<file path="config.mk">
export PLATFORM = sky130hd
export DESIGN_NAME = bp_fetch_unit
export DESIGN_NICKNAME = d
export VERILOG_FILES = /design/src/logic/bp_pkg.sv /design/src/logic/bp_btb.sv /design/src/logic/bp_pht.sv /design/src/logic/bp_ghr.sv /design/src/logic/gshare_predictor.sv /design/src/logic/bp_pc_gen.sv /design/src/logic/bp_fetch_unit.sv
export SDC_FILE = /design/constraint.sdc
export NUM_CORES = 2
export LEC_CHECK = 0
export BUFFER_PORTS_ARGS = -buffer_cell sky130_fd_sc_hd__buf_2
export CORE_UTILIZATION = 35
export CTS_BUF_LIST = sky130_fd_sc_hd__clkbuf_2 sky130_fd_sc_hd__clkbuf_4 sky130_fd_sc_hd__clkbuf_8
export CTS_CLUSTER_DIAMETER = 60
export DETAILED_ROUTE_END_ITERATION = 7
export PLACE_DENSITY_LB_ADDON = 0.12
export RECOVER_POWER = 25
export SLEW_MARGIN = 10
export SYNTH_ARGS = -nofsm -noshare
export SYNTH_HDL_FRONTEND = slang
export SYNTH_HIERARCHICAL = 1
export SYNTH_SLANG_ARGS = --single-unit
export TNS_END_PERCENT = 50
</file>
<file path="constraint.sdc">
create_clock -name clk_i -period 7.3 [get_ports clk_i]
set_clock_uncertainty 0.2 [all_clocks]
set_input_delay 1.095 -clock clk_i [delete_from_list [all_inputs] [get_ports clk_i]]
set_output_delay 1.095 -clock clk_i [all_outputs]
set_load 0.005 [all_outputs]
</file>
<file path="src/logic/bp_pkg.sv">
`default_nettype none
//////////////////////////////
// Branch prediction package
// Shared PC width, next-PC source select
// and pattern history counter states
//////////////////////////////

package bp_pkg;

    localparam int unsigned XLEN = 32;      // PC and branch target width

    // Next-PC source for the fetch PC register
    typedef enum logic [1:0] {
        PC_SEQ         = 2'b00,             // Fetch PC plus 4
        PC_RECOVER_SEQ = 2'b01,             // Commit PC plus 4, taken prediction was wrong
        PC_BTB         = 2'b10,             // Target read from the BTB
        PC_RECOVER_TGT = 2'b11              // Commit target, not-taken prediction was wrong
    } pc_sel_e;

    // Two-bit saturating counter, upper bit is the taken prediction
    typedef enum logic [1:0] {
        STRONG_NT = 2'b00,                  // Saturated not taken
        WEAK_NT   = 2'b01,                  // Reset state
        WEAK_T    = 2'b10,
        STRONG_T  = 2'b11                   // Saturated taken
    } ctr_e;

endpackage

`default_nettype wire

</file>
<file path="src/logic/bp_btb.sv">
`timescale 1ns/10ps
`default_nettype none
//////////////////////////////
// Branch target buffer
// Direct mapped, valid/tag/target per entry,
// combinational read, clocked write
//////////////////////////////

module bp_btb import bp_pkg::*; #(
    parameter int unsigned INDEX_WIDTH = 6
) (
    input  logic                          clk_i,
    input  logic                          arst_n_i,
    input  logic [INDEX_WIDTH-1:0]        rd_index_i,   // Fetch side index
    input  logic [INDEX_WIDTH-1:0]        wr_index_i,   // Commit side index
    input  logic                          wren_i,
    input  logic [XLEN-INDEX_WIDTH-3:0]   wr_tag_i,
    input  logic [XLEN-1:0]               wr_target_i,
    output logic                          valid_o,
    output logic [XLEN-INDEX_WIDTH-3:0]   rd_tag_o,
    output logic [XLEN-1:0]               rd_target_o
);

    localparam int unsigned TAG_WIDTH = XLEN - INDEX_WIDTH - 2;
    localparam int unsigned ENTRIES   = 2 ** INDEX_WIDTH;

    logic [ENTRIES-1:0]   valid_q;                      // One valid bit per entry
    logic [TAG_WIDTH-1:0] tag_q    [ENTRIES];
    logic [XLEN-1:0]      target_q [ENTRIES];

    always_ff @(posedge clk_i or negedge arst_n_i) begin
        if (!arst_n_i) begin
            valid_q <= '0;                              // All entries empty
        end else if (wren_i) begin
            valid_q[wr_index_i] <= 1'b1;
        end
    end

    // Payload arrays
    always_ff @(posedge clk_i) begin
        if (wren_i) begin
            tag_q[wr_index_i]    <= wr_tag_i;
            target_q[wr_index_i] <= wr_target_i;
        end
    end

    assign valid_o     = valid_q[rd_index_i];           // Asynchronous read
    assign rd_tag_o    = tag_q[rd_index_i];
    assign rd_target_o = target_q[rd_index_i];

    // A write with an unknown index would corrupt an arbitrary entry
    a_wr_index_known: assert property (
        @(posedge clk_i) disable iff (!arst_n_i)
        wren_i |-> !$isunknown(wr_index_i)
    );

endmodule

`default_nettype wire

</file>
<file path="src/logic/bp_pht.sv">
`timescale 1ns/10ps
`default_nettype none
//////////////////////////////
// Pattern history table
// Two-bit saturating counters,
// combinational read, clocked update
//////////////////////////////

module bp_pht import bp_pkg::*; #(
    parameter int unsigned INDEX_WIDTH = 8
) (
    input  logic                   clk_i,
    input  logic                   arst_n_i,
    input  logic [INDEX_WIDTH-1:0] rd_index_i,          // PC xor history at fetch
    input  logic                   update_en_i,
    input  logic [INDEX_WIDTH-1:0] update_index_i,      // PC xor history at commit
    input  logic                   br_taken_i,          // Resolved outcome
    output logic                   prediction_o
);

    localparam int unsigned ENTRIES = 2 ** INDEX_WIDTH;

    ctr_e pht_q [ENTRIES];
    ctr_e upd_ctr;                                      // Counter being trained
    ctr_e upd_next;
    ctr_e rd_ctr;

    assign upd_ctr = pht_q[update_index_i];

    // Saturating step toward the resolved outcome
    always_comb begin
        case (upd_ctr)
            STRONG_NT: upd_next = br_taken_i ? WEAK_NT  : STRONG_NT;
            WEAK_NT:   upd_next = br_taken_i ? WEAK_T   : STRONG_NT;
            WEAK_T:    upd_next = br_taken_i ? STRONG_T : WEAK_NT;
            default:   upd_next = br_taken_i ? STRONG_T : WEAK_T;
        endcase
    end

    always_ff @(posedge clk_i or negedge arst_n_i) begin
        if (!arst_n_i) begin
            for (int i = 0; i < ENTRIES; i++) begin
                pht_q[i] <= WEAK_NT;                    // Weakly not taken
            end
        end else if (update_en_i) begin
            pht_q[update_index_i] <= upd_next;
        end
    end

    assign rd_ctr       = pht_q[rd_index_i];
    assign prediction_o = rd_ctr[1];                    // Upper bit is the direction

    // Training toward taken must always leave the entry out of strong not-taken
    a_taken_not_strong_nt: assert property (
        @(posedge clk_i) disable iff (!arst_n_i)
        (update_en_i && br_taken_i) |=> (pht_q[$past(update_index_i)] != STRONG_NT)
    );

endmodule

`default_nettype wire

</file>
<file path="src/logic/bp_ghr.sv">
`timescale 1ns/10ps
`default_nettype none
//////////////////////////////
// Global history register
// Speculative shift at fetch,
// restore on commit mispredict
//////////////////////////////

module bp_ghr #(
    parameter int unsigned HISTORY_WIDTH = 8
) (
    input  logic                     clk_i,
    input  logic                     arst_n_i,
    input  logic                     shift_en_i,        // Speculative update
    input  logic                     shift_bit_i,       // Predicted direction
    input  logic                     restore_en_i,      // Mispredict repair
    input  logic [HISTORY_WIDTH-1:0] restore_data_i,
    output logic [HISTORY_WIDTH-1:0] ghr_o
);

    logic [HISTORY_WIDTH-1:0] ghr_q;

    always_ff @(posedge clk_i or negedge arst_n_i) begin
        if (!arst_n_i) begin
            ghr_q <= '0;
        end else if (restore_en_i) begin
            ghr_q <= restore_data_i;                    // Repair wins over shift
        end else if (shift_en_i) begin
            ghr_q <= {ghr_q[HISTORY_WIDTH-2:0], shift_bit_i};
        end
    end

    assign ghr_o = ghr_q;

    // The history feeds the PHT index, so an X here poisons every lookup
    a_ghr_known: assert property (
        @(posedge clk_i) disable iff (!arst_n_i)
        (restore_en_i || !shift_en_i) |=> !$isunknown(ghr_o)
    );

endmodule

`default_nettype wire

</file>
<file path="src/logic/gshare_predictor.sv">
`timescale 1ns/10ps
`default_nettype none
//////////////////////////////
// Gshare branch predictor
// BTB hit, PHT direction, GHR repair,
// next-PC select and flush decision
//////////////////////////////

module gshare_predictor import bp_pkg::*; #(
    parameter int unsigned INDEX_WIDTH   = 6,
    parameter int unsigned HISTORY_WIDTH = 8
) (
    input  logic                     clk_i,
    input  logic                     arst_n_i,
    input  logic [XLEN-1:0]          fetch_pc_i,
    input  logic                     stall_i,
    input  logic                     commit_valid_i,     // Resolved branch present
    input  logic [XLEN-1:0]          commit_pc_i,
    input  logic [XLEN-1:0]          commit_target_i,
    input  logic                     commit_taken_i,     // Actual direction
    input  logic                     commit_pred_i,      // Direction predicted at fetch
    input  logic                     commit_btb_hit_i,   // Hit seen at fetch
    input  logic [HISTORY_WIDTH-1:0] commit_ghr_i,       // History seen at fetch
    output logic                     btb_hit_o,
    output logic                     prediction_o,
    output pc_sel_e                  pc_sel_o,
    output logic [XLEN-1:0]          btb_target_o,
    output logic                     flush_o,
    output logic [HISTORY_WIDTH-1:0] ghr_o
);

    localparam int unsigned TAG_WIDTH = XLEN - INDEX_WIDTH - 2;

    logic [INDEX_WIDTH-1:0]   btb_rd_index;
    logic [INDEX_WIDTH-1:0]   btb_wr_index;
    logic [TAG_WIDTH-1:0]     fetch_tag;
    logic [TAG_WIDTH-1:0]     commit_tag;
    logic [TAG_WIDTH-1:0]     btb_rd_tag;
    logic                     btb_valid;
    logic                     btb_wren;
    logic [HISTORY_WIDTH-1:0] pht_rd_index;
    logic [HISTORY_WIDTH-1:0] pht_wr_index;
    logic                     pht_bit;
    logic                     mispredict;
    logic                     ghr_shift_en;

    // PC split, word offset bits dropped
    assign btb_rd_index = fetch_pc_i[INDEX_WIDTH+1:2];
    assign fetch_tag    = fetch_pc_i[XLEN-1:INDEX_WIDTH+2];
    assign btb_wr_index = commit_pc_i[INDEX_WIDTH+1:2];
    assign commit_tag   = commit_pc_i[XLEN-1:INDEX_WIDTH+2];

    assign pht_rd_index = fetch_pc_i[HISTORY_WIDTH+1:2] ^ ghr_o;          // Gshare hash
    assign pht_wr_index = commit_pc_i[HISTORY_WIDTH+1:2] ^ commit_ghr_i;  // Same hash at fetch time

    assign btb_hit_o    = btb_valid && (btb_rd_tag == fetch_tag);
    assign prediction_o = btb_hit_o & pht_bit;          // No target, no taken guess

    assign mispredict   = commit_valid_i && (commit_pred_i != commit_taken_i);
    assign btb_wren     = commit_valid_i && !commit_btb_hit_i && commit_taken_i;
    assign ghr_shift_en = btb_hit_o && !stall_i && !flush_o;

    bp_btb #(
        .INDEX_WIDTH (INDEX_WIDTH)
    ) btb_i (
        .clk_i       (clk_i),
        .arst_n_i    (arst_n_i),
        .rd_index_i  (btb_rd_index),
        .wr_index_i  (btb_wr_index),
        .wren_i      (btb_wren),
        .wr_tag_i    (commit_tag),
        .wr_target_i (commit_target_i),
        .valid_o     (btb_valid),
        .rd_tag_o    (btb_rd_tag),
        .rd_target_o (btb_target_o)
    );

    bp_pht #(
        .INDEX_WIDTH (HISTORY_WIDTH)
    ) pht_i (
        .clk_i          (clk_i),
        .arst_n_i       (arst_n_i),
        .rd_index_i     (pht_rd_index),
        .update_en_i    (commit_valid_i),               // Every resolved branch trains
        .update_index_i (pht_wr_index),
        .br_taken_i     (commit_taken_i),
        .prediction_o   (pht_bit)
    );

    bp_ghr #(
        .HISTORY_WIDTH (HISTORY_WIDTH)
    ) ghr_i (
        .clk_i          (clk_i),
        .arst_n_i       (arst_n_i),
        .shift_en_i     (ghr_shift_en),
        .shift_bit_i    (prediction_o),
        .restore_en_i   (mispredict),
        .restore_data_i ({commit_ghr_i[HISTORY_WIDTH-1:1], ~commit_ghr_i[0]}),  // Fix last guess
        .ghr_o          (ghr_o)
    );

    // Recovery first, then follow the prediction
    always_comb begin
        pc_sel_o = PC_SEQ;
        flush_o  = 1'b0;
        if (mispredict) begin
            flush_o  = 1'b1;                            // Squash wrong-path fetches
            pc_sel_o = commit_taken_i ? PC_RECOVER_TGT : PC_RECOVER_SEQ;
        end else if (prediction_o) begin
            pc_sel_o = PC_BTB;
        end
    end

    // A flush only ever comes from a resolved branch
    a_flush_from_commit: assert property (
        @(posedge clk_i) disable iff (!arst_n_i)
        flush_o |-> commit_valid_i
    );

endmodule

`default_nettype wire

</file>
<file path="src/logic/bp_pc_gen.sv">
`timescale 1ns/10ps
`default_nettype none
//////////////////////////////
// Next-PC generator
// Four-way source mux into the fetch PC register
//////////////////////////////

module bp_pc_gen import bp_pkg::*; #(
    parameter logic [XLEN-1:0] RESET_PC = 32'h0000_1000
) (
    input  logic            clk_i,
    input  logic            arst_n_i,
    input  logic            stall_i,                    // Fetch back-pressure
    input  logic            flush_i,                    // Redirect, beats stall
    input  pc_sel_e         pc_sel_i,
    input  logic [XLEN-1:0] btb_target_i,
    input  logic [XLEN-1:0] commit_pc_i,
    input  logic [XLEN-1:0] commit_target_i,
    output logic [XLEN-1:0] pc_o
);

    logic [XLEN-1:0] pc_q;
    logic [XLEN-1:0] pc_next;
    logic            load_en;

    always_comb begin
        unique case (pc_sel_i)
            PC_SEQ:         pc_next = pc_q + XLEN'(4);
            PC_RECOVER_SEQ: pc_next = commit_pc_i + XLEN'(4);   // Fall through past branch
            PC_BTB:         pc_next = btb_target_i;
            PC_RECOVER_TGT: pc_next = commit_target_i;
        endcase
    end

    assign load_en = !stall_i || flush_i;

    always_ff @(posedge clk_i or negedge arst_n_i) begin
        if (!arst_n_i) begin
            pc_q <= RESET_PC;
        end else if (load_en) begin
            pc_q <= pc_next;
        end
    end

    assign pc_o = pc_q;

    // Fetch addresses are whole instructions
    a_pc_aligned: assert property (
        @(posedge clk_i) disable iff (!arst_n_i)
        pc_o[1:0] == 2'b00
    );

endmodule

`default_nettype wire

</file>
<file path="src/logic/bp_fetch_unit.sv">
`timescale 1ns/10ps
`default_nettype none
//////////////////////////////
// Fetch-side branch prediction top
// Gshare predictor plus fetch PC register
//////////////////////////////

module bp_fetch_unit import bp_pkg::*; #(
    parameter int unsigned     INDEX_WIDTH   = 6,
    parameter int unsigned     HISTORY_WIDTH = 8,
    parameter logic [XLEN-1:0] RESET_PC      = 32'h0000_1000
) (
    input  logic                     clk_i,
    input  logic                     arst_n_i,
    input  logic                     stall_i,
    input  logic                     commit_valid_i,
    input  logic [XLEN-1:0]          commit_pc_i,
    input  logic [XLEN-1:0]          commit_target_i,
    input  logic                     commit_taken_i,
    input  logic                     commit_pred_i,
    input  logic                     commit_btb_hit_i,
    input  logic [HISTORY_WIDTH-1:0] commit_ghr_i,
    output logic [XLEN-1:0]          fetch_pc_o,
    output logic                     pred_taken_o,
    output logic                     btb_hit_o,
    output logic [HISTORY_WIDTH-1:0] ghr_o,
    output logic                     flush_o
);

    pc_sel_e         pc_sel;                            // Predictor to PC mux
    logic [XLEN-1:0] btb_target;

    gshare_predictor #(
        .INDEX_WIDTH   (INDEX_WIDTH),
        .HISTORY_WIDTH (HISTORY_WIDTH)
    ) gshare_predictor_i (
        .clk_i            (clk_i),
        .arst_n_i         (arst_n_i),
        .fetch_pc_i       (fetch_pc_o),
        .stall_i          (stall_i),
        .commit_valid_i   (commit_valid_i),
        .commit_pc_i      (commit_pc_i),
        .commit_target_i  (commit_target_i),
        .commit_taken_i   (commit_taken_i),
        .commit_pred_i    (commit_pred_i),
        .commit_btb_hit_i (commit_btb_hit_i),
        .commit_ghr_i     (commit_ghr_i),
        .btb_hit_o        (btb_hit_o),
        .prediction_o     (pred_taken_o),
        .pc_sel_o         (pc_sel),
        .btb_target_o     (btb_target),
        .flush_o          (flush_o),
        .ghr_o            (ghr_o)
    );

    bp_pc_gen #(
        .RESET_PC (RESET_PC)
    ) bp_pc_gen_i (
        .clk_i           (clk_i),
        .arst_n_i        (arst_n_i),
        .stall_i         (stall_i),
        .flush_i         (flush_o),
        .pc_sel_i        (pc_sel),
        .btb_target_i    (btb_target),
        .commit_pc_i     (commit_pc_i),
        .commit_target_i (commit_target_i),
        .pc_o            (fetch_pc_o)
    );

endmodule

`default_nettype wire

</file>
---- After elaboration in Yosys (flattened, before gate mapping) ----
Memory sizes are Yosys's and may differ from the RTL's.
Cells that the tools add are included.
storage, ports and cells
  register bits ........................... 616
  RAM bits ................................ 3584
  bits of input ports ..................... 79
  output and inout port bits .............. 43
  word-level logic and storage cells ...... 324
  memories ................................ 2
operators by class
  add/subtract/negate cells ............... 2
  order comparisons ....................... 6
  eq/ne operators ......................... 7
  muxes and demuxes ....................... 26
  bitwise operators ....................... 7
  reductions and logical operators ........ 15
memory list
  memory                             words  width  read ports  clocked after memory_dff  write ports  RTL line      RTL
  gshare_predictor_i.btb_i.target_q  64     32     1           0                         1            bp_btb.sv:29  logic [XLEN-1:0] target_q [ENTRIES];
  gshare_predictor_i.btb_i.tag_q     64     24     1           0                         1            bp_btb.sv:28  logic [TAG_WIDTH-1:0] tag_q [ENTRIES];
operator list
  cell                   number
  $bwmux 512             1
  $pmux 32 s4            1
  $add 32x3->32 const B  2
  $or 64x64->64          1
  $bmux 2 s8             2
  $eq 24x24->1           1
  $ge 9x9->1 const B     2
  $mux 2                 9
  $not 8->9              2
  $demux 2 s8            1
  $mux 8                 2
  $xor 8x8->8            2
  $lt 6x7->1 const B     2
  $lt 9x1->1 const B     1
  $logic_and 1x1->1      8
  $mux 1                 7
  $bmux 1 s6             1
  $demux 1 s6            1
  $eq 2x2->1 const B     3
  $ge 6x1->1 const B     1
  $pmux 2 s3             1
  $eq 2x1->1 const B     2
  $logic_not 2->1        2
  $logic_not 1->1        3
  5 further kinds        5

---- Logic depth before layout (Yosys ltp) ----
  depth in word-level cells ............... 10
  mapped depth ............................ 28
  depth with buffers taken out ............ 19

---- Cells and area by module ----
The synthesis kept the hierarchy.
modules (own cells, without submodules)
  module            times used  cells each  area an instance (µm²)  seq. area each (µm²)
  bp_btb            1           6106        138414.0                109224.8
  bp_pht            1           2300        26548.0                 13132.6
  bp_pc_gen         1           376         3319.4                  802.0
  gshare_predictor  1           64          490.5                   0.0
  bp_ghr            1           34          372.9                   200.2

---- Worst setup path before layout ----
No wires, ideal clock.
  path kind ............................... register to register
  start ................................... register bp_pc_gen_i.pc_q[2] (netlist: bp_pc_gen_i/pc_o[2])
  end ..................................... register bp_pc_gen_i.pc_q[18] (netlist: bp_pc_gen_i/pc_o[18])
  setup time .............................. 0.142 ns
  data arrival time ....................... 5.800 ns
  required time ........................... 6.958 ns
  path slack .............................. 1.158 ns
  cell stages (with the launch flop) ...... 26
  clock period less this slack ............ 6.142 ns
  cells stage by stage .................... dfrtp_1 -> xor2_1 -> clkbuf_1 -> buf_1 -> mux4_2 -> mux4_2 -> mux4_2 -> mux4_2 -> inv_1 -> a21oi_1 -> nand4_1 -> o21ai_0 -> nand2b_4 -> buf_8 -> buf_12 -> buf_6 -> buf_4 -> nand2_1 -> nand2_1 -> ha_1 -> nand3_1 -> nor3_2 -> o211ai_1 -> nor2_1 -> xor2_1 -> o221ai_1
between the ends
  word-level cells in the longest chain between the ends .. 10
RTL lines
  what                                           RTL line                 RTL
  start: declaration                             bp_pc_gen.sv:22          logic [XLEN-1:0] pc_q;
  start signal: assignment                       bp_pc_gen.sv:41          pc_q <= pc_next;
  $xor 8x8->8 (*)                                gshare_predictor.sv:53   assign pht_rd_index = fetch_pc_i[HISTORY_WIDTH+1:2] ^ ghr_o;
  via gshare_predictor_i.pht_rd_index[0]         gshare_predictor.sv:41   logic [HISTORY_WIDTH-1:0] pht_rd_index;
  $not 8->9 (not written as such) (*)            bp_pht.sv:50             assign rd_ctr = pht_q[rd_index_i];
  $bmux 2 s8 (*)                                 bp_pht.sv:50
  $mux 2 (not written as such) (*) (2 in a row)  bp_pht.sv:50
  via gshare_predictor_i.pht_bit                 gshare_predictor.sv:43   logic pht_bit;
  $and 1x1->1 (*)                                gshare_predictor.sv:57   assign prediction_o = btb_hit_o & pht_bit;
  $mux 2 (*)                                     gshare_predictor.sv:109  end else if (prediction_o) begin
  $mux 2 (*)                                     gshare_predictor.sv:106  if (mispredict) begin
  via pc_sel[1]                                  bp_fetch_unit.sv:30      pc_sel_e pc_sel;
  $eq 2x2->1 (tied with other cells)             bp_pc_gen.sv:27          unique case (pc_sel_i)
  $pmux 32 s4 (*)                                bp_pc_gen.sv:27
The timed path passes the listed nets; every way through them passes the cells marked *. The select of a mux whose other input is x is not followed.
A chain may end at the register's enable or synchronous reset.

---- Final worst setup path ----
  start ................................... register bp_pc_gen_i.pc_q[4] (netlist: bp_pc_gen_i/pc_o[4])
  end ..................................... output pred_taken_o
RTL lines
  what                              RTL line                RTL
  $bmux 1 s6                        bp_btb.sv:47            assign valid_o = valid_q[rd_index_i];
  $mux 1 (not written as such)      bp_btb.sv:47
  via gshare_predictor_i.btb_valid  gshare_predictor.sv:39  logic btb_valid;
  $logic_and 1x1->1                 gshare_predictor.sv:56  assign btb_hit_o = btb_valid && (btb_rd_tag == fetch_tag);
  $and 1x1->1                       gshare_predictor.sv:57
  end: declaration                  bp_fetch_unit.sv:24     output logic pred_taken_o,
The timed path passes the listed nets, and every way through them passes these cells. The select of a mux whose other input is x is not followed.

==> results.cfg <==
[yosys]
syn-cell-area_sq_um = 169000
synth_xor_xnor_area_share_pct = 0.306
ys_warn_count = 6
yosys.area_share.simple_pct = 2.42
synthCells = 8880
yosysUniqueCellTypes = 75
synth_top_family_by_area = multiplexers
synthMuxAreaShare_pct = 15.9
synth.yosys.seq_area_share_pct = 72.9
synth_nets = 8960
async_flop_share_pct = 14.7
syn_area_per_cell_sq_um = 19.0
synth_enable_flop_cells = 3584
synth_compound_area_share_pct = 6.40
synthAdderAreaFrac_pct = 0.0200
synth-main-ff-cell = edfxtp_1
synth_seq_cells = 4200

[drt]
ant_nets = 0
vias_per_cell = 5.73
via_count = 94800
dr.pass1.iters = 6
drc = 0
initialDrtViolationCount = 10900
avgRoutedWirePerCell_microns = 34.7
wl_mm = 574

[power]
power_leakage_nw = 63.2
powerDensity_nw_per_um2 = 343
finalPower_mw = 66.8
peakVddDrop_v = 0.000231

[global_routing]
gr-total-overflow = 0
grt_usage_pct = 23.1
grt_max_degree = 147
grt_antenna_before_repair = 50
grt_pass1_wl_mm = 789
grt_pass1_vias = 96300

[cts]
tritoncts = yes
h-tree-depth = 6
clk_pin_slew_worst_paths_ns = 0.07
root_buffer = clkbuf_8
clk_path_buf_depth = 4
cts_buffers = 717
clock_latency_ns = 1.26
numClockSinks = 4200

[sta]
hold_slack_ns = 0.177
fmax_ghz = 0.137
worst_slew_pin_slew_ns = 3.64
finalHoldViolations = 0
timing.final.ws_setup_ns = 0.0197
rsz0062_at_grt = yes
final.setup.tns_ns = 0
min_period_over_period_pct = 99.7
slew_headroom_pct = -143
period_minus_slack_ns = 7.28
slew_violations = 2400
setup_violations = 0

[place]
dp_hpwl_mm = 331
post_dp_cell_area_sq_um = 180000
placed_cells = 15200
dp_slack_ns = 0.218
port-buffer-count = 121
gp_congestion = 0.806

[final_layout]
final_util_pct = 40.5
area_delta_synth_final_pct = 15.0
finish.instance_area_sq_um = 195000
layout_commonest_cell = edfxtp_1
layout_common_cells = 3584 x edfxtp_1, 1017 x mux4_2, 751 x clkbuf_8, 367 x a21oi_1, 353 x dfrtp_1
layout-drive-gt1-share_pct = 32.3
fin_cells = 16500
fin_nets = 9641

[setup_path]
end_kind = output port
crit_arrival_ns = 5.99
reg2reg_depth = 22
crit_path_start_kind = flop
critPathMaxFanout = 38
crit_required_ns = 6.00
crit_type = flop to output port

[floorplanning]
core-area_sq_um = 480000
die-area_sq_um = 486000
die_w_microns = 697
num_io_pins = 122
start_util_pct = 35.2
dieHeight_microns = 697
rows = 254

[outcome]
violations = capacitance limit, slew limit
status = finished, violations left

[hold_path]
worstHoldPathCells = 3
hold_path_class = input pin to flop

[run]
maxCapViolCount = 37
==> cell usage after synthesis (21+ instances only) <==
library cell	count	area share, %
a211oi_1	31	0.14
buf_2	181	0.54
a21oi_1	367	1.1
o22a_1	31	0.16
clkbuf_1	358	0.79
nor2_1	218	0.48
and3_1	21	0.078
o221ai_1	91	0.47
nand4_1	34	0.13
buf_4	52	0.23
mux2_2	59	0.39
a311oi_1	50	0.26
buf_6	39	0.26
nand2b_1	26	0.096
xor2_1	38	0.20
a31oi_1	255	0.94
o21ai_0	271	0.80
nor4_1	56	0.21
nand3_1	44	0.13
dfrtp_1	359	5.3
mux2i_1	312	1.8
edfxtp_1	3584	64
nand2_1	258	0.57
nor2b_1	51	0.19
a22oi_1	111	0.49
xnor2_1	21	0.11
buf_1	39	0.087
mux4_2	1017	14
dfstp_2	257	4.0
o22ai_1	201	0.74
o31ai_1	224	0.99
or2_2	71	0.26
==> critical path, cell delays in order (launching register included) <==
cell and delay [ns]:
dfrtp_4 0.69, buf_4 0.22, buf_4 0.58, mux4_2 0.36, mux2i_1 0.11, nor2_1 0.40, a311oi_1 0.10, nor4_2 0.68
buf_4 0.22, nand3_1 0.06, or4_4 0.66, nor3_4 0.31, buf_4 0.19, buf_2 0.11
==> metal layers <==
metal | up-vias | wire length [microns] | part of all wire [%] | global-route usage (%)
li1 | 38400 | - | - | -
met5 | - | 110 | 0.019 | 0
met4 | 16 | 16600 | 2.9 | 6.66
met2 | 3878 | 270000 | 47 | 36.8
met1 | 51600 | 244000 | 43 | 32.1
met3 | 854 | 43300 | 7.5 | 4.51
==> report_power, final <==
| part | leakage (nW) | internal [mW] | switching (mW) | total [mW] |
|---|---|---|---|---|
| sequential | 39.7 | 26.7 | 0.646 | 27.4 |
| clock | 7.33 | 11.0 | 9.85 | 20.8 |
| combinational | 16.2 | 7.34 | 11.2 | 18.5 |
| total | 63.2 | 45.1 | 21.7 | 66.8 |
==> final cells by class <==
type / count / area (sq um)
clock inverters: 277 / 1630
fillers: 43300 / 285000
inverters: 10 / 37.5
clock buffers: 1005 / 12200
repair buffers: 640 / 5870
well taps: 6400 / 8010
diodes: 19 / 47.5
flip-flops and latches: 4200 / 123000
multi-input cells: 3992 / 43300
==> final timing paths <==
| path | slack [ns] | startpoint | to |
|---|---|---|---|
| setup / recovery | 0.02 | bp_pc_gen_i/pc_o[4]$_DFFE_PN0P_ | pred_taken_o |
| hold / removal | 0.18 | commit_pc_i[0] | bp_pc_gen_i/pc_o[0]$_DFFE_PN0P_ |
| setup reg to reg | 0.29 | bp_pc_gen_i/pc_o[2]$_DFFE_PN0P_ | bp_pc_gen_i/pc_o[24]$_DFFE_PN0P_ |
| hold reg to reg | 0.26 | gshare_predictor_i/btb_i/valid_q[37]$_DFFE_PN0P_ | gshare_predictor_i/btb_i/valid_q[37]$_DFFE_PN0P_ |
| max in group asynchronous | 5.08 | arst_n_i | gshare_predictor_i/pht_i/pht_q[342]$_DFFE_PN1P_ |
| min in group asynchronous | 0.48 | arst_n_i | bp_pc_gen_i/pc_o[24]$_DFFE_PN0P_ |
==> cell families after synthesis <==
kind of cell | after synthesis
XOR/XNOR | 59
AO/OA/AOI/OAI | 1693
AND/OR/NAND/NOR | 838
adder cells (fa/ha/maj) | 3
multiplexers | 1399
buffers and inverters | 688
flip-flops | 4200
==> sequential cells by signal, indices dropped and copies added, names as in the netlist <==
register / flops
gshare_predictor_i/ghr_i/ghr_o: 8
gshare_predictor_i/btb_i/target_q: 2048
gshare_predictor_i/pht_i/pht_q: 512
gshare_predictor_i/btb_i/valid_q: 64
bp_pc_gen_i/pc_o: 32
gshare_predictor_i/btb_i/tag_q: 1536
==> what timing repair did <==
item                                   4_1_cts  5_1_grt
pin swaps                                    1        1
gates resized for setup                     25        3
buffers inserted                            13        1
setup endpoints to repair                    2        3
endpoints found under the hold margin       88        0
cloned                                       2        1
hold buffers                                13        0
No activity file was read; power rests on OpenSTA's default activity.
